--- src/hw/ldpc_macros.svh ---
// ldpc variable-node stage widths, lane grid and column weight

`ifndef LDPC_MACROS_SVH
`define LDPC_MACROS_SVH

// ----------------------------------------------------------
// data widths
// ----------------------------------------------------------
`define LDPC_LLR_W          4   // channel llr, signed
`define LDPC_NODE_W         6   // check/variable node message, signed

// llr is placed at the top of the node word
`define LDPC_LLR_SHIFT      (`LDPC_NODE_W - `LDPC_LLR_W)

// ----------------------------------------------------------
// lane grid
// ----------------------------------------------------------
`define LDPC_C              2   // edges per variable node
`define LDPC_LLR_BY_CYCLE   2
`define LDPC_NODE_BY_CYCLE  2
`define LDPC_LANES          (`LDPC_LLR_BY_CYCLE * `LDPC_NODE_BY_CYCLE)

// ----------------------------------------------------------
// address and bit-error counter
// ----------------------------------------------------------
`define LDPC_ADDR_W         8
`define LDPC_ERR_W          3   // holds 0..LDPC_LANES
`define LDPC_ERR_STAGE_W    2   // one node column partial

`endif
--- src/hw/ldpc_vnode_pkg.sv ---
// ldpc variable-node types: llr, message, node state, address and frame phase

`include "ldpc_macros.svh"

package ldpc_vnode_pkg;

  // channel llr as delivered by the demapper
  typedef logic signed [`LDPC_LLR_W-1:0]  llr_t;

  // edge message, check-node side and variable-node side
  typedef logic signed [`LDPC_NODE_W-1:0] node_t;

  // per-edge state stored beside the message
  typedef struct packed {
    logic pre_sign;  // 1 = negative
    logic pre_zero;  // 1 = exactly zero
  } node_state_t;

  typedef logic [`LDPC_ADDR_W-1:0] mem_addr_t;

  // what the stage is doing right now
  typedef enum logic [1:0] {
    phase_idle   = 2'd0,
    phase_upload = 2'd1,  // initial llr load
    phase_decode = 2'd2   // decode frame in flight
  } frame_phase_t;

endpackage

--- src/hw/ldpc_vnode.sv ---
// ldpc variable-node stage top: four lane engines, write-back, error counter and control

`timescale 1ns/1ps

`include "ldpc_macros.svh"

module ldpc_vnode (
  input  logic                        iclk,
  input  logic                        ireset,
  // decode word
  input  logic                        isop,
  input  logic                        ival,
  input  logic                        ieop,
  input  ldpc_vnode_pkg::llr_t        illr    [`LDPC_LLR_BY_CYCLE][`LDPC_NODE_BY_CYCLE],
  input  ldpc_vnode_pkg::node_t       icnode  [`LDPC_C][`LDPC_LLR_BY_CYCLE]
                                              [`LDPC_NODE_BY_CYCLE],
  // check-node state, the plain sum does not look at it
  input  ldpc_vnode_pkg::node_state_t icstate [`LDPC_C][`LDPC_LLR_BY_CYCLE]
                                              [`LDPC_NODE_BY_CYCLE],
  // initial upload word
  input  logic                        iusop,
  input  logic                        iuval,
  input  ldpc_vnode_pkg::llr_t        iullr   [`LDPC_LLR_BY_CYCLE][`LDPC_NODE_BY_CYCLE],
  // node memory write
  output logic                        oval,
  output ldpc_vnode_pkg::mem_addr_t   oaddr,
  output ldpc_vnode_pkg::node_t       ovnode  [`LDPC_C][`LDPC_LLR_BY_CYCLE]
                                              [`LDPC_NODE_BY_CYCLE],
  output ldpc_vnode_pkg::node_state_t ovstate [`LDPC_C][`LDPC_LLR_BY_CYCLE]
                                              [`LDPC_NODE_BY_CYCLE],
  // hard decisions
  output logic                        obitsop,
  output logic                        obitval,
  output logic                        obiteop,
  output logic [`LDPC_LLR_BY_CYCLE-1:0] obitdat [`LDPC_NODE_BY_CYCLE],
  output logic [`LDPC_ERR_W-1:0]      obiterr,
  output logic                        obusy
);

  logic                        wb_load;
  logic                        wb_upload;

  ldpc_vnode_pkg::node_t       lane_cnode [`LDPC_LLR_BY_CYCLE][`LDPC_NODE_BY_CYCLE][`LDPC_C];
  ldpc_vnode_pkg::node_t       eng_vnode  [`LDPC_LLR_BY_CYCLE][`LDPC_NODE_BY_CYCLE][`LDPC_C];
  ldpc_vnode_pkg::node_state_t eng_state  [`LDPC_LLR_BY_CYCLE][`LDPC_NODE_BY_CYCLE][`LDPC_C];
  logic                        eng_bit    [`LDPC_LLR_BY_CYCLE][`LDPC_NODE_BY_CYCLE];
  logic                        eng_err    [`LDPC_LLR_BY_CYCLE][`LDPC_NODE_BY_CYCLE];

  // ----------------------------------------------------------
  // control
  // ----------------------------------------------------------
  ldpc_vnode_ctrl ctrl_inst (
    .iclk      (iclk),
    .ireset    (ireset),
    .isop      (isop),
    .ival      (ival),
    .ieop      (ieop),
    .iusop     (iusop),
    .iuval     (iuval),
    .wb_load   (wb_load),
    .wb_upload (wb_upload),
    .oval      (oval),
    .oaddr     (oaddr),
    .obusy     (obusy),
    .obitsop   (obitsop),
    .obitval   (obitval),
    .obiteop   (obiteop)
  );

  // ----------------------------------------------------------
  // lane engines, messages regrouped lane major
  // ----------------------------------------------------------
  for (genvar l = 0; l < `LDPC_LLR_BY_CYCLE; l++) begin : g_llr
    for (genvar n = 0; n < `LDPC_NODE_BY_CYCLE; n++) begin : g_node
      for (genvar c = 0; c < `LDPC_C; c++) begin : g_edge
        assign lane_cnode[l][n][c] = icnode[c][l][n];
      end

      ldpc_vnode_engine engine_inst (
        .iclk    (iclk),
        .illr    (illr[l][n]),
        .icnode  (lane_cnode[l][n]),
        .ovnode  (eng_vnode[l][n]),
        .ovstate (eng_state[l][n]),
        .obit    (eng_bit[l][n]),
        .oerr    (eng_err[l][n])
      );
    end
  end

  // ----------------------------------------------------------
  // write data and bit-error sum
  // ----------------------------------------------------------
  ldpc_vnode_writeback writeback_inst (
    .iclk      (iclk),
    .wb_load   (wb_load),
    .wb_upload (wb_upload),
    .iullr     (iullr),
    .evnode    (eng_vnode),
    .evstate   (eng_state),
    .ovnode    (ovnode),
    .ovstate   (ovstate)
  );

  ldpc_vnode_err_count err_count_inst (
    .iclk    (iclk),
    .ebit    (eng_bit),
    .eerr    (eng_err),
    .obitdat (obitdat),
    .obiterr (obiterr)
  );

endmodule

--- src/hw/ldpc_vnode_err_count.sv ---
// ldpc variable-node bit-error counter, two adder stages, hard bits carried alongside

`timescale 1ns/1ps

`include "ldpc_macros.svh"

module ldpc_vnode_err_count (
  input  logic                           iclk,
  input  logic                           ebit    [`LDPC_LLR_BY_CYCLE][`LDPC_NODE_BY_CYCLE],
  input  logic                           eerr    [`LDPC_LLR_BY_CYCLE][`LDPC_NODE_BY_CYCLE],
  output logic [`LDPC_LLR_BY_CYCLE-1:0]  obitdat [`LDPC_NODE_BY_CYCLE],
  output logic [`LDPC_ERR_W-1:0]         obiterr
);

  localparam int L = `LDPC_LLR_BY_CYCLE;

  logic [`LDPC_LANES-1:0]       err_vec;                     // column n at [n*L +: L]
  logic [L-1:0]                 bit_col  [`LDPC_NODE_BY_CYCLE];
  logic [`LDPC_ERR_STAGE_W-1:0] part     [`LDPC_NODE_BY_CYCLE];  // stage 0
  logic [L-1:0]                 bit_s0   [`LDPC_NODE_BY_CYCLE];  // stage 0
  logic [`LDPC_ERR_W-1:0]       total_c;

  // ----------------------------------------------------------
  // regroup lanes by node column
  // ----------------------------------------------------------
  always_comb begin
    for (int n = 0; n < `LDPC_NODE_BY_CYCLE; n++) begin
      for (int l = 0; l < L; l++) begin
        err_vec[n*L + l] = eerr[l][n];
        bit_col[n][l]    = ebit[l][n];
      end
    end
  end

  // stage 0: one partial per column
  always_ff @(posedge iclk) begin
    for (int n = 0; n < `LDPC_NODE_BY_CYCLE; n++) begin
      part[n]   <= `LDPC_ERR_STAGE_W'($countones(err_vec[n*L +: L]));
      bit_s0[n] <= bit_col[n];
    end
  end

  // ----------------------------------------------------------
  // stage 1: partials to the frame-word count
  // ----------------------------------------------------------
  always_comb begin
    total_c = '0;
    for (int n = 0; n < `LDPC_NODE_BY_CYCLE; n++) begin
      total_c = total_c + `LDPC_ERR_W'(part[n]);  // zero extended
    end
  end

  always_ff @(posedge iclk) begin
    obiterr <= total_c;
    obitdat <= bit_s0;
  end

endmodule

--- src/hw/ldpc_vnode_writeback.sv ---
// ldpc variable-node write data: upload llr or engine messages, registered per edge and lane

`timescale 1ns/1ps

`include "ldpc_macros.svh"

module ldpc_vnode_writeback (
  input  logic                        iclk,
  input  logic                        wb_load,
  input  logic                        wb_upload,
  input  ldpc_vnode_pkg::llr_t        iullr   [`LDPC_LLR_BY_CYCLE][`LDPC_NODE_BY_CYCLE],
  input  ldpc_vnode_pkg::node_t       evnode  [`LDPC_LLR_BY_CYCLE][`LDPC_NODE_BY_CYCLE]
                                              [`LDPC_C],
  input  ldpc_vnode_pkg::node_state_t evstate [`LDPC_LLR_BY_CYCLE][`LDPC_NODE_BY_CYCLE]
                                              [`LDPC_C],
  output ldpc_vnode_pkg::node_t       ovnode  [`LDPC_C][`LDPC_LLR_BY_CYCLE]
                                              [`LDPC_NODE_BY_CYCLE],
  output ldpc_vnode_pkg::node_state_t ovstate [`LDPC_C][`LDPC_LLR_BY_CYCLE]
                                              [`LDPC_NODE_BY_CYCLE]
);

  // uploaded word looks like a positive, zero-valued node state
  localparam ldpc_vnode_pkg::node_state_t UP_STATE = '{pre_sign: 1'b0, pre_zero: 1'b1};

  ldpc_vnode_pkg::node_t up_node [`LDPC_LLR_BY_CYCLE][`LDPC_NODE_BY_CYCLE];

  // ----------------------------------------------------------
  // upload llr scaled to node width
  // ----------------------------------------------------------
  always_comb begin
    for (int l = 0; l < `LDPC_LLR_BY_CYCLE; l++) begin
      for (int n = 0; n < `LDPC_NODE_BY_CYCLE; n++) begin
        up_node[l][n] = ldpc_vnode_pkg::node_t'(iullr[l][n]) <<< `LDPC_LLR_SHIFT;
      end
    end
  end

  // ----------------------------------------------------------
  // write data register, edge major on the way out
  // ----------------------------------------------------------
  always_ff @(posedge iclk) begin
    if (wb_load) begin
      for (int c = 0; c < `LDPC_C; c++) begin
        for (int l = 0; l < `LDPC_LLR_BY_CYCLE; l++) begin
          for (int n = 0; n < `LDPC_NODE_BY_CYCLE; n++) begin
            if (wb_upload) begin
              ovnode[c][l][n]  <= up_node[l][n];  // same llr on every edge
              ovstate[c][l][n] <= UP_STATE;
            end else begin
              ovnode[c][l][n]  <= evnode[l][n][c];
              ovstate[c][l][n] <= evstate[l][n][c];
            end
          end
        end
      end
    end
  end

endmodule

--- src/hw/ldpc_vnode_engine.sv ---
// ldpc variable-node lane: total, extrinsic messages, state, hard bit and bit error

`timescale 1ns/1ps

`include "ldpc_macros.svh"

module ldpc_vnode_engine (
  input  logic                        iclk,
  input  ldpc_vnode_pkg::llr_t        illr,
  input  ldpc_vnode_pkg::node_t       icnode  [`LDPC_C],
  output ldpc_vnode_pkg::node_t       ovnode  [`LDPC_C],
  output ldpc_vnode_pkg::node_state_t ovstate [`LDPC_C],
  output logic                        obit,
  output logic                        oerr
);

  // llr plus LDPC_C messages never leaves this range
  localparam int ACC_W    = `LDPC_NODE_W + $clog2(`LDPC_C + 1);
  localparam int NODE_MAX = 2**(`LDPC_NODE_W - 1) - 1;
  localparam int NODE_MIN = -(2**(`LDPC_NODE_W - 1));

  typedef logic signed [ACC_W-1:0] acc_t;

  acc_t                  msg_sum_c;            // comb sum of incoming messages
  ldpc_vnode_pkg::node_t llr_ext;              // stage 1
  acc_t                  msg_sum;              // stage 1
  ldpc_vnode_pkg::node_t cnode_r [`LDPC_C];    // stage 1, kept for extrinsic
  acc_t                  total;
  acc_t                  ext     [`LDPC_C];
  ldpc_vnode_pkg::node_t ext_sat [`LDPC_C];

  function automatic ldpc_vnode_pkg::node_t sat (input acc_t a);
    if (a > acc_t'(NODE_MAX)) begin
      sat = ldpc_vnode_pkg::node_t'(NODE_MAX);
    end else if (a < acc_t'(NODE_MIN)) begin
      sat = ldpc_vnode_pkg::node_t'(NODE_MIN);
    end else begin
      sat = ldpc_vnode_pkg::node_t'(a);
    end
  endfunction

  // ----------------------------------------------------------
  // stage 1: llr to node scale, message sum
  // ----------------------------------------------------------
  always_comb begin
    msg_sum_c = '0;
    for (int c = 0; c < `LDPC_C; c++) begin
      msg_sum_c = msg_sum_c + acc_t'(icnode[c]);  // sign extended
    end
  end

  always_ff @(posedge iclk) begin
    llr_ext <= ldpc_vnode_pkg::node_t'(illr) <<< `LDPC_LLR_SHIFT;
    msg_sum <= msg_sum_c;
    cnode_r <= icnode;
  end

  // ----------------------------------------------------------
  // stage 2: extrinsic per edge
  // ----------------------------------------------------------
  assign total = acc_t'(llr_ext) + msg_sum;

  always_comb begin
    for (int c = 0; c < `LDPC_C; c++) begin
      ext[c]     = total - acc_t'(cnode_r[c]);  // leave own edge out
      ext_sat[c] = sat(ext[c]);
    end
  end

  always_ff @(posedge iclk) begin
    for (int c = 0; c < `LDPC_C; c++) begin
      ovnode[c]          <= ext_sat[c];
      ovstate[c].pre_sign <= ext_sat[c][`LDPC_NODE_W-1];
      ovstate[c].pre_zero <= (ext_sat[c] == '0);
    end
    obit <= total[ACC_W-1];                              // negative total -> 1
    oerr <= total[ACC_W-1] ^ llr_ext[`LDPC_NODE_W-1];    // flipped vs channel
  end

endmodule

--- src/hw/ldpc_vnode_ctrl.sv ---
// ldpc variable-node control: strobe alignment, write address, frame phase and busy

`timescale 1ns/1ps

`include "ldpc_macros.svh"

module ldpc_vnode_ctrl (
  input  logic                      iclk,
  input  logic                      ireset,
  input  logic                      isop,
  input  logic                      ival,
  input  logic                      ieop,
  input  logic                      iusop,
  input  logic                      iuval,
  output logic                      wb_load,
  output logic                      wb_upload,
  output logic                      oval,
  output ldpc_vnode_pkg::mem_addr_t oaddr,
  output logic                      obusy,
  output logic                      obitsop,
  output logic                      obitval,
  output logic                      obiteop
);

  // bit 1 lines up with engine outputs, bit 3 with the error counter output
  logic [3:0] val_sr;
  logic [3:0] sop_sr;
  logic [3:0] eop_sr;

  logic       wr_sop;   // sop of the word being written now

  ldpc_vnode_pkg::frame_phase_t phase;

  // ----------------------------------------------------------
  // decode strobe pipeline
  // ----------------------------------------------------------
  always_ff @(posedge iclk or posedge ireset) begin
    if (ireset) begin
      val_sr <= '0;
      sop_sr <= '0;
      eop_sr <= '0;
    end else begin
      val_sr <= {val_sr[2:0], ival};
      sop_sr <= {sop_sr[2:0], isop};
      eop_sr <= {eop_sr[2:0], ieop};
    end
  end

  assign obitval = val_sr[3];
  assign obitsop = sop_sr[3];
  assign obiteop = eop_sr[3];

  // ----------------------------------------------------------
  // write port: upload has the port when iuval is high
  // ----------------------------------------------------------
  assign wb_upload = iuval;
  assign wb_load   = iuval | val_sr[1];
  assign wr_sop    = iuval ? iusop : sop_sr[1];

  always_ff @(posedge iclk or posedge ireset) begin
    if (ireset) begin
      oval  <= 1'b0;
      oaddr <= '0;
    end else begin
      oval <= wb_load;
      if (wb_load) begin
        oaddr <= wr_sop ? '0 : oaddr + 1'b1;  // restart on either sop
      end
    end
  end

  // ----------------------------------------------------------
  // frame phase
  // ----------------------------------------------------------
  always_ff @(posedge iclk or posedge ireset) begin
    if (ireset) begin
      phase <= ldpc_vnode_pkg::phase_idle;
    end else begin
      case (phase)
        ldpc_vnode_pkg::phase_idle,
        ldpc_vnode_pkg::phase_upload: begin
          if (ival && isop) begin
            phase <= ldpc_vnode_pkg::phase_decode;
          end else if (iuval && iusop) begin
            phase <= ldpc_vnode_pkg::phase_upload;
          end
        end
        ldpc_vnode_pkg::phase_decode: begin
          if (val_sr[2] && eop_sr[2]) begin  // eop word sits on oval now
            phase <= ldpc_vnode_pkg::phase_idle;
          end
        end
        default: phase <= ldpc_vnode_pkg::phase_idle;
      endcase
    end
  end

  assign obusy = (phase == ldpc_vnode_pkg::phase_decode);

  // upload word must not meet a decode word two cycles behind ival
  a_no_collision : assert property (@(posedge iclk) disable iff (ireset)
    !(iuval && val_sr[1]));

  // a new decode frame only once the previous eop is written
  a_no_sop_in_frame : assert property (@(posedge iclk) disable iff (ireset)
    (ival && isop) |-> (phase != ldpc_vnode_pkg::phase_decode));

endmodule

--- config.mk ---
export PLATFORM = sky130hd
export DESIGN_NAME = ldpc_vnode
export DESIGN_NICKNAME = d
export VERILOG_FILES = /design/src/hw/ldpc_vnode_pkg.sv /design/src/hw/ldpc_vnode.sv /design/src/hw/ldpc_vnode_err_count.sv /design/src/hw/ldpc_vnode_writeback.sv /design/src/hw/ldpc_vnode_engine.sv /design/src/hw/ldpc_vnode_ctrl.sv
export VERILOG_INCLUDE_DIRS = /design/src /design/src/hw
export SDC_FILE = /design/constraint.sdc
export NUM_CORES = 1
export LEC_CHECK = 0
export ABC_CLOCK_PERIOD_IN_PS = 4800
export BUFFER_PORTS_ARGS = -buffer_cell sky130_fd_sc_hd__buf_2
export CAP_MARGIN = 20
export CORE_MARGIN = 4
export CORE_UTILIZATION = 28
export DETAILED_ROUTE_END_ITERATION = 10
export PLACE_DENSITY = 0.49
export REMOVE_ABC_BUFFERS = 1
export SYNTH_ARGS = -nofsm -noshare
export SYNTH_HDL_FRONTEND = slang
export SYNTH_SLANG_ARGS = --single-unit
--- constraint.sdc ---
create_clock -name iclk -period 4.8 [get_ports iclk]
set_input_delay 1.2 -clock iclk [delete_from_list [all_inputs] [get_ports iclk]]
set_output_delay 1.2 -clock iclk [all_outputs]
set_load 0.03 [all_outputs]
==> impl_metrics.env, run 1 <==
export IMPL_p_leak_nw=6.61
export IMPL_internal_power_mw=5.61
export IMPL_p_total_mw=8.77
export IMPL_hold_buffers=0
export IMPL_stdcell_area_mm2=0.0147
export IMPL_yosysTopAreaCell="dfxtp_1"
export IMPL_crit_path_end_kind="register"
export IMPL_yosys_top_cells_count="dfxtp_1, inv_1, ha_1, edfxtp_1, o21ai_1"
export IMPL_grt_max_degree=82
export IMPL_seq_area_frac_synth=0.486
export IMPL_syn_inst=1153
export IMPL_setup_tns_ps=0
export IMPL_drt_initial_drc_count=342
export IMPL_numCtsBuffers=30
export IMPL_gr_max_usage_layer="met2"
export IMPL_cp_max_fo=5
export IMPL_start_kind="register"
export IMPL_grt_overflow_total=0
export IMPL_die_y_um=217
export IMPL_wl_per_cell_um=13.4
export IMPL_first_global_vias=8722
export IMPL_timing_fmax_mhz=316
export IMPL_seqCellArea_mm2=0.00592
export IMPL_layout_min_cycle_time_ps=3170
export IMPL_relSlewSlack=0.415
export IMPL_worst_ep_required_time_ps=5210
export IMPL_synth_top_area_share=0.281
export IMPL_clk_pin_slew_ps=60
export IMPL_multiInputGateArea_mm2=0.00567
export IMPL_antenna_cells=0
export IMPL_setup_violations_final=0
export IMPL_synth_ff_type="dfxtp_1"
export IMPL_arrival_ps=3570
export IMPL_synth_distinct_cells=70
export IMPL_final_layout_size_suffix_gt1_frac=0.204
export IMPL_cts_sinks=258
export IMPL_area_growth_pct=21.1
export IMPL_report_final_slew_viol_count=0
export IMPL_period_share=0.659
export IMPL_clk_path_buf_depth=3
export IMPL_synth_edf_count=64
export IMPL_power_share_clock=0.270
export IMPL_synth_warning_count=0
export IMPL_yosysMostFrequentCell="dfxtp_1"
export IMPL_async_flop_share=0.0891
export IMPL_rows=76
export IMPL_fin_nets=1561
export IMPL_die_area_mm2=0.0469
export IMPL_ant_nets=0
export IMPL_whs_ps=324
export IMPL_post_cts_buffers=0
export IMPL_placed_cell_area_mm2=0.0137
export IMPL_power_frac_seq=0.336
export IMPL_switchingPower_mw=3.16
export IMPL_place_hpwl_mm=19.9
export IMPL_core_area_mm2=0.0431
export IMPL_status="finished clean"
export IMPL_syn_area_per_cell_um2=10.6
export IMPL_die_w_um=217
export IMPL_ioPinCount=187
export IMPL_power_density_mw_per_mm2=595
export IMPL_via_per_inst=4.40
export IMPL_vdd_drop_max_mv=0.255
export IMPL_cts_root_buffer="clkbuf_16"
export IMPL_worst_pin_slew_ps=878
export IMPL_finalHoldViolCount=0
export IMPL_clock_skew_ps=25.8
export IMPL_grt_pass1_wl_mm=42.8
export IMPL_drc=0
export IMPL_synth_area_leaders="dfxtp_1, edfxtp_1, ha_1"
export IMPL_cts_htree_levels=1
export IMPL_switching_share=0.361
export IMPL_grt_met2_usage=0.186
export IMPL_wl_mm=26.0
export IMPL_min_delay_path_class="register to register"
export IMPL_max_cap_viol_count=0
export IMPL_gr_usage_met1=0.139
export IMPL_cts_tree="done"
export IMPL_portBuffers=170
export IMPL_antenna_found_initial=2
export IMPL_clk_latency_ps=570
export IMPL_ys_seq_elements=258
export IMPL_ctsResizeCount=0
export IMPL_worstSetupPathType="register to register"
export IMPL_use_met3=0.0257
export IMPL_p_comb_frac=0.394
export IMPL_drt_pass1_iterations=4
export IMPL_track_usage=0.110
export IMPL_nFillCells=4378
export IMPL_grt_setup_unrepaired="no"
export IMPL_place_gp_congestion=0.750
export IMPL_syn_area_mm2=0.0122
export IMPL_vias=8571
export IMPL_start_util=0.283
-- per-layer routing --
metal / wire, um / share of wire / up-vias
li1: - / - / 4414
met1: 12000 / 0.46 / 3966
met2: 12000 / 0.46 / 139
met3: 1410 / 0.054 / 48
met4: 621 / 0.024 / 4
met5: 24 / 0.00092 / -
-- layout by cell type (no fill, tap or decap), drive strengths merged, types with 10 or more instances in the layout --
master / n
fa: 17
a21o: 24
xnor2: 56
clkbuf: 43
xor2: 16
or3: 13
nor2b: 37
ha: 104
dfxtp: 171
nor2: 59
nor3b: 13
or2: 11
nand2: 51
a211oi: 16
nand2b: 15
a21oi: 53
nand3: 13
dfrtp: 23
nand4: 14
o21ai: 119
edfxtp: 64
buf: 172
o21bai: 10
inv: 135
-- critical path, cell delays in order (launching register included) --
cell and delay [ps]:
dfxtp_1 300, ha_1 240, fa_1 420, a21o_1 180, a21oi_1 160, xnor2_1 200, ha_1 320, a21oi_1 210
nand2_1 60, o21ai_0 290, xnor2_2 150, a31oi_1 350, o21ai_1 140
-- flip-flops by register name, summed over array words and instances (netlist names), 8 cells and up --
register and cells:
ctrl_inst.oaddr 8, g_llr.g_node.engine_inst.cnode_r 48, g_llr.g_node.engine_inst.llr_ext 16, g_llr.g_node.engine_inst.msg_sum 28, g_llr.g_node.engine_inst.ovnode 48, g_llr.g_node.engine_inst.ovstate 8
writeback_inst.ovnode 48, writeback_inst.ovstate 16
-- through the flow --
stage	instances	setup WS (ps)	util
finish	1946	1630	0.342
global route	1946	1390	0.342
CTS	1946	1620	0.342
detailed placement	1890	1630	0.318
global placement	1890	1690	0.318
floorplan	1133	1050	-
-- logic make-up after synthesis --
family                     after synthesis  synth area share
and+or+nand+nor                        254             0.111
DFF                                    258             0.486
buffers and inverters                  154            0.0484
muxes                                    4           0.00360
xor gates and xnor gates                72            0.0549
adders and majority gates              121             0.135
AOI/OAI and AO/OA                      290             0.161
-- path summary, 6_finish.rpt --
path	start	endpoint	slack [ps]	cells after the start
worst max-delay path	g_llr[0].g_node[0].engine_inst.msg_sum[2]	g_llr[0].g_node[0].engine_inst.ovnode[8]	1630	12
worst min-delay path	err_count_inst.bit_s0[2]	err_count_inst.obitdat[2]	320	0
worst min register to register	err_count_inst.bit_s0[2]	err_count_inst.obitdat[2]	320	0
max in group asynchronous	ireset	ctrl_inst.oaddr[1]	3450	2
min in group asynchronous	ireset	ctrl_inst.oaddr[5]	800	2
worst max register to register	g_llr[0].g_node[0].engine_inst.msg_sum[2]	g_llr[0].g_node[0].engine_inst.ovnode[8]	1630	12
-- power groups by stage --
stage / clock network, mW / logic, mW / registers, mW
floorplan: 0 / 2.40 / 3.25
global placement: 0 / 3.43 / 3.00
detailed placement: 0 / 3.48 / 3.00
CTS: 2.48 / 3.50 / 2.96
global route: 2.55 / 3.89 / 3.00
finish: 2.37 / 3.45 / 2.95
-- layout make-up --
cell class                 instances  area share
clock buffer                      43      0.0619
clock inverter                    13     0.00959
inverter                         134      0.0341
multi-input combinational        741       0.384
sequential                       258       0.402
tap                              585      0.0496
timing repair buffer             172      0.0587
(Power assumes the default switching activity.)
==> inputs of run 2 (changes only) <==
ABC_AREA = 1   (was default)
ABC_CLOCK_PERIOD_IN_PS = 2600   (was 4800)
PLACE_DENSITY = 0.51   (was 0.49)
clock period = 2.6 ns   (was 4.8 ns; I/O delays follow)
==> run 2 against run 1 <==
Effect of this change: utilization is 3.4 points higher; die area is 3.1% lower; combinational power is 120% higher; clock power is 71% higher; non-clock buffer count is 41 higher; synthesized cell count is 6.2% higher; power is 97% higher; global-route usage is 0.34 points lower; setup slack worse by 1600 ps; sequential cell count stayed put; critical path type unchanged.
==> impl_metrics.env, run 2 <==
export IMPL_syn_inst=1225
export IMPL_syn_area_mm2=0.0118
export IMPL_finalNonFillerCells=2017
export IMPL_synth_top_family_by_area="simple AND/OR/NAND/NOR gates"
export IMPL_grt_setup_unrepaired="yes"
export IMPL_report_final_slew_viol_count=0
export IMPL_cts_tree="done"
export IMPL_start_kind="register"
export IMPL_first_global_vias=8231
export IMPL_grt_max_degree=40
export IMPL_clock_skew_ps=25.1
export IMPL_yosysTopAreaCell="dfxtp_1"
export IMPL_switching_share=0.378
export IMPL_synthMuxAreaShare=0
export IMPL_hold_buffers=0
export IMPL_async_flop_share=0.0891
export IMPL_gr_max_usage_layer="met2"
export IMPL_ys_seq_elements=258
export IMPL_use_met3=0.0225
export IMPL_die_y_um=213
export IMPL_yosysMostFrequentCell="nand2_1"
export IMPL_synth_compound_area_share=0.0635
export IMPL_core_area_mm2=0.0412
export IMPL_synth_distinct_cells=43
export IMPL_gr_usage_met1=0.138
export IMPL_yosys_area_share_simple=0.170
export IMPL_stdcell_area_mm2=0.0155
export IMPL_cp_max_fo=4
export IMPL_track_usage=0.106
export IMPL_power_share_clock=0.235
export IMPL_via_per_inst=4.24
export IMPL_top_regs="g_llr.g_node.engine_inst.cnode_r (48), g_llr.g_node.engine_inst.ovnode (48), writeback_inst.ovnode (48)"
export IMPL_synth_top_area_share=0.291
export IMPL_p_leak_nw=7.51
export IMPL_cts_root_buffer="clkbuf_16"
export IMPL_setup_violations_final=0
export IMPL_arrival_ps=3020
export IMPL_place_gp_congestion=0.819
export IMPL_synth_warning_count=0
export IMPL_synth_xor_area_share=0.0563
export IMPL_finalHoldViolCount=0
export IMPL_layout_min_cycle_time_ps=2560
export IMPL_synthAdderAreaFrac=0.139
export IMPL_vias=8549
export IMPL_reg2regPathDepth=13
export IMPL_drc=0
export IMPL_power_frac_seq=0.318
export IMPL_rows=74
export IMPL_dp_cells=1944
export IMPL_worst_pin_slew_ps=868
export IMPL_status="finished clean"
export IMPL_die_area_mm2=0.0454
export IMPL_place_hpwl_mm=19.6
export IMPL_wl_per_cell_um=12.7
export IMPL_grt_overflow_total=0
export IMPL_p_comb_frac=0.447
export IMPL_period_share=0.986
export IMPL_worstSetupPathType="register to register"
export IMPL_internal_power_mw=10.8
export IMPL_clk_latency_ps=560
export IMPL_final_common_cell="nand2_1"
export IMPL_clk_pin_slew_ps=60
export IMPL_grt_met2_usage=0.181
export IMPL_most_common_layout_cells="nand2_1, inv_1, buf_2"
export IMPL_fin_nets=1685
export IMPL_die_w_um=213
export IMPL_max_cap_viol_count=0
export IMPL_ant_nets=0
export IMPL_synth_edf_count=64
export IMPL_antenna_found_initial=2
export IMPL_power_density_mw_per_mm2=1120
export IMPL_cts_sinks=258
export IMPL_crit_path_end_kind="register"
export IMPL_seq_area_frac_synth=0.503
export IMPL_relSlewSlack=0.421
export IMPL_placed_cell_area_mm2=0.0135
export IMPL_syn_area_per_cell_um2=9.62
export IMPL_wl_mm=25.6
export IMPL_numCtsBuffers=29
export IMPL_worst_ep_required_time_ps=3060
export IMPL_drt_initial_drc_count=266
export IMPL_ioPinCount=187
export IMPL_vdd_drop_max_mv=0.488
export IMPL_cts_htree_levels=1
export IMPL_synth_area_leaders="dfxtp_1, edfxtp_1, ha_1"
export IMPL_final_layout_size_suffix_gt1_frac=0.315
export IMPL_start_util=0.286
export IMPL_hold_depth=1
export IMPL_min_delay_path_class="input port to register"
export IMPL_portBuffers=170
export IMPL_clk_path_buf_depth=3
export IMPL_drt_pass1_iterations=4
export IMPL_synth_ff_type="dfxtp_1"
export IMPL_timing_fmax_mhz=390
export IMPL_grt_pass1_wl_mm=39.5
export IMPL_area_growth_pct=31.5
export IMPL_nFillCells=4112
export IMPL_yosys_top_cells_count="nand2_1, inv_1, dfxtp_1, ha_1, edfxtp_1"
export IMPL_switchingPower_mw=6.54
-- run 2: path summary, 6_finish.rpt --
check,startpoint,to,slack (ps)
setup / recovery,g_llr[1].g_node[1].engine_inst.llr_ext[2],g_llr[1].g_node[1].engine_inst.ovstate[2],40
hold / removal,illr[15],g_llr[0].g_node[0].engine_inst.llr_ext[5],190
setup reg to reg,g_llr[1].g_node[1].engine_inst.llr_ext[2],g_llr[1].g_node[1].engine_inst.ovstate[2],40
hold reg to reg,err_count_inst.bit_s0[2],err_count_inst.obitdat[2],330
max in group asynchronous,ireset,ctrl_inst.oaddr[1],1780
min in group asynchronous,ireset,ctrl_inst.oaddr[0],270
-- run 2: through the flow --
step	setup slack [ps]	hold WS (ps)	setup TNS (ps)	total power [mW]	utilization
after floorplan	-277	310	-487	10.3	-
after global placement	-70.5	311	-332	11.9	0.327
after detailed placement	-99.6	312	-545	11.9	0.327
after CTS	1.43	150	0	16.3	0.353
after global routing	-86.0	146	-672	18.6	0.376
final	37.3	188	0	17.3	0.376
-- run 2: cells by family after synthesis --
logic type,Yosys count
buf+inv,214
compound gates,128
simple gates,433
xor+xnor,71
flops,258
fa+ha+maj,121
-- run 2: cell type report --
cell class / instances / area, um^2 / share of cell area
inverter: 206 / 774 / 0.0500
sequential: 258 / 5930 / 0.383
tap: 532 / 666 / 0.0430
timing repair buffer: 213 / 1180 / 0.0760
clock buffer: 39 / 833 / 0.0538
clock inverter: 15 / 134 / 0.00864
multi-input combinational: 753 / 5980 / 0.386
antenna: 1 / 2.50 / 0.000161
-- run 2: power by group through the flow --
stage	clock network, mW	logic [mW]	registers, mW
2_1_floorplan	0	4.20	6.06
4_1_cts	4.20	6.56	5.50
6_report	4.06	7.74	5.50
3_5_place_dp	0	6.34	5.57
5_1_grt	4.38	8.66	5.59
3_3_place_gp	0	6.29	5.57
-- run 2: critical path: stages, from the launching register on --
cell and delay, ps:
dfxtp_2 330, ha_4 160, fa_2 450, xor2_4 220
ha_4 250, a21o_1 190, a21oi_2 130, nand2_2 90
xor2_2 220, nand2_1 100, nand3_2 120, nand2_1 80
nand3_1 70, nor2_1 40
-- run 2: what timing repair did --
item                                    CTS  global route
cloned                                    0             0
setup buffers                             1            18
pin swaps                                 5            68
endpoints found under the setup margin   17            51
gates resized for setup                  22           148
-- run 2: per-layer routing --
layer	part of all wire	routed length (um)
met1	0.45	11500
met2	0.48	12300
met3	0.052	1340
met4	0.018	467
met5	0.00078	20
==> inputs of run 3 (changes only) <==
ABC_CLOCK_PERIOD_IN_PS = 2400   (was 2600)
PLACE_DENSITY = 0.49   (was 0.51)
clock period = 2.4 ns   (was 2.6 ns; I/O delays follow)
==> run 3 against run 2 <==
Effect of this change: the run now ends with negative setup slack left; critical endpoint is now g_llr[0].g_node[1].engine_inst.ovstate[0]; critical path depth rose by 1; combinational power up 26%; power up 17%; clock power up 10%; via count grew 0.75%; worst hold slack got worse by 120 ps.
==> impl_metrics.env, run 3 (same netlist as run 2, synthesis figures left out) <==
export IMPL_max_cap_viol_count=0
export IMPL_die_area_mm2=0.0454
export IMPL_timing_fmax_mhz=401
export IMPL_crit_path_end_kind="register"
export IMPL_antenna_cells=0
export IMPL_setup_tns_ps=-1140
export IMPL_fin_nets=1719
export IMPL_final_common_cell="nand2_1"
export IMPL_most_common_layout_cells="nand2_1, inv_1, buf_2"
export IMPL_clock_skew_ps=14.0
export IMPL_via_per_inst=4.20
export IMPL_numCtsBuffers=29
export IMPL_antenna_found_initial=5
export IMPL_place_hpwl_mm=20.0
export IMPL_relSlewSlack=0.628
export IMPL_area_growth_pct=37.5
export IMPL_ioPinCount=187
export IMPL_dp_cells=1987
export IMPL_violations="negative setup slack"
export IMPL_top_regs="g_llr.g_node.engine_inst.cnode_r (48), g_llr.g_node.engine_inst.ovnode (48), writeback_inst.ovnode (48)"
export IMPL_place_gp_congestion=0.817
export IMPL_grt_max_degree=38
export IMPL_top_layer_used="met5"
export IMPL_final_layout_size_suffix_gt1_frac=0.376
export IMPL_period_share=1.04
export IMPL_rows=74
export IMPL_report_final_slew_viol_count=0
export IMPL_nFillCells=4069
export IMPL_wl_mm=26.1
export IMPL_met1_length_mm=11.0
export IMPL_worst_pin_slew_ps=553
export IMPL_die_y_um=213
export IMPL_met2WireLength_mm=12.7
export IMPL_drc=0
export IMPL_grt_overflow_total=0
export IMPL_r2r_setup_slack_ps=-90
export IMPL_status="finished with violations"
export IMPL_layout_min_cycle_time_ps=2490
export IMPL_cp_max_fo=3
export IMPL_wl_per_cell_um=12.7
export IMPL_cts_root_buffer="clkbuf_16"
export IMPL_portBuffers=170
export IMPL_arrival_ps=2990
export IMPL_drt_pass1_iterations=4
export IMPL_core_area_mm2=0.0412
export IMPL_drt_initial_drc_count=237
export IMPL_final_util=0.393
export IMPL_worstSetupPathType="register to register"
export IMPL_cts_sinks=258
export IMPL_min_delay_path_class="input port to async pin"
export IMPL_grt_setup_unrepaired="yes"
export IMPL_clk_latency_ps=570
export IMPL_setup_violations_final=32
export IMPL_track_usage=0.111
export IMPL_worst_ep_required_time_ps=2900
export IMPL_finalNonFillerCells=2050
export IMPL_reg2regPathDepth=14
export IMPL_clk_pin_slew_ps=60
export IMPL_route_met3_wl_mm=1.75
export IMPL_grt_pass1_wl_mm=41.4
export IMPL_die_w_um=213
export IMPL_start_kind="register"
export IMPL_seqCellArea_mm2=0.00593
export IMPL_first_global_vias=8599
export IMPL_start_util=0.286
export IMPL_p_leak_nw=7.78
export IMPL_finalHoldViolCount=0
export IMPL_cts_tree="done"
export IMPL_vdd_drop_max_mv=0.520
export IMPL_clk_path_buf_depth=3
export IMPL_ant_nets=0
export IMPL_power_density_mw_per_mm2=1250
export IMPL_cts_htree_levels=1
export IMPL_multiInputGateArea_mm2=0.00637
export IMPL_vias=8613
export IMPL_finalWorstSetupSlack_ps=-94.0
-- run 3: changes by cell type in the layout (fill, tap and decap cells not counted), moves of 10 or more --
cell     previous run  this run
a21oi_1            35        25
buf_4              42        66
buf_6               1        11
nand2_1           210       177
nand2_4            16        31
nand2_2            40        58
inv_1             191       176
-- run 3: cell type report --
cell class | instances | share of cell area
Tap cell | 532 | 0.0411
Inverter | 206 | 0.0487
Multi-Input combinational cell | 753 | 0.393
Clock inverter | 13 | 0.00811
Sequential cell | 258 | 0.366
Clock buffer | 41 | 0.0523
Timing Repair Buffer | 247 | 0.0908
-- run 3: per-layer routing --
metal,global-route usage,vias up
li1,-,4483
met1,0.136,3938
met2,0.193,137
met3,0.0313,47
met4,0.0318,8
met5,0,-
-- run 3: power by group --
| part | internal [mW] | leakage, nW | total [mW] | switching [mW] |
|---|---|---|---|---|
| Clock | 2.68 | 0.478 | 4.47 | 1.79 |
| Sequential | 5.61 | 2.40 | 5.94 | 0.329 |
| Combinational | 4.13 | 4.91 | 9.77 | 5.64 |
-- run 3: through the flow --
step	setup WS, ps	power, mW	area, um^2	hold WS (ps)
2_1_floorplan	-427	11.1	11800	310
3_3_place_gp	-302	13.3	13800	312
3_5_place_dp	-302	13.4	13800	312
4_1_cts	-135	18.9	15400	30.6
5_1_grt	-231	21.7	16200	65.3
6_report	-94.0	20.2	16200	70.0
-- run 3: what timing repair did --
action | 4_1_cts | 5_1_grt
endpoints found under the setup margin | 55 | 55
setup buffers | 4 | 9
pin swaps | 67 | 98
hold buffers | 0 | 0
endpoints found under the hold margin | 0 | 0
gates resized for setup | 114 | 171
-- run 3: critical path, cell delays in order, from the launching register on --
cell and delay, ps:
dfxtp_2 330, ha_4 160, fa_2 400, nand3_2 120, nand2_4 70, xor2_4 170
ha_4 310, nand2_4 70, o21ai_2 150, nand2b_4 160, nand3_4 80, nand2_2 110
buf_6 120, nand3_4 50, nor3_2 150
-- run 3: worst paths after layout --
| kind | start | to |
|---|---|---|
| setup / recovery | g_llr[0].g_node[1].engine_inst.msg_sum[2] | g_llr[0].g_node[1].engine_inst.ovstate[0] |
| hold / removal | ireset | ctrl_inst.oval |
| setup reg to reg | g_llr[0].g_node[1].engine_inst.msg_sum[2] | g_llr[0].g_node[1].engine_inst.ovstate[0] |
| hold reg to reg | err_count_inst.bit_s0[3] | err_count_inst.obitdat[3] |
| max in group asynchronous | ireset | ctrl_inst.oaddr[4] |
| min in group iclk | illr[14] | g_llr[0].g_node[0].engine_inst.llr_ext[4] |
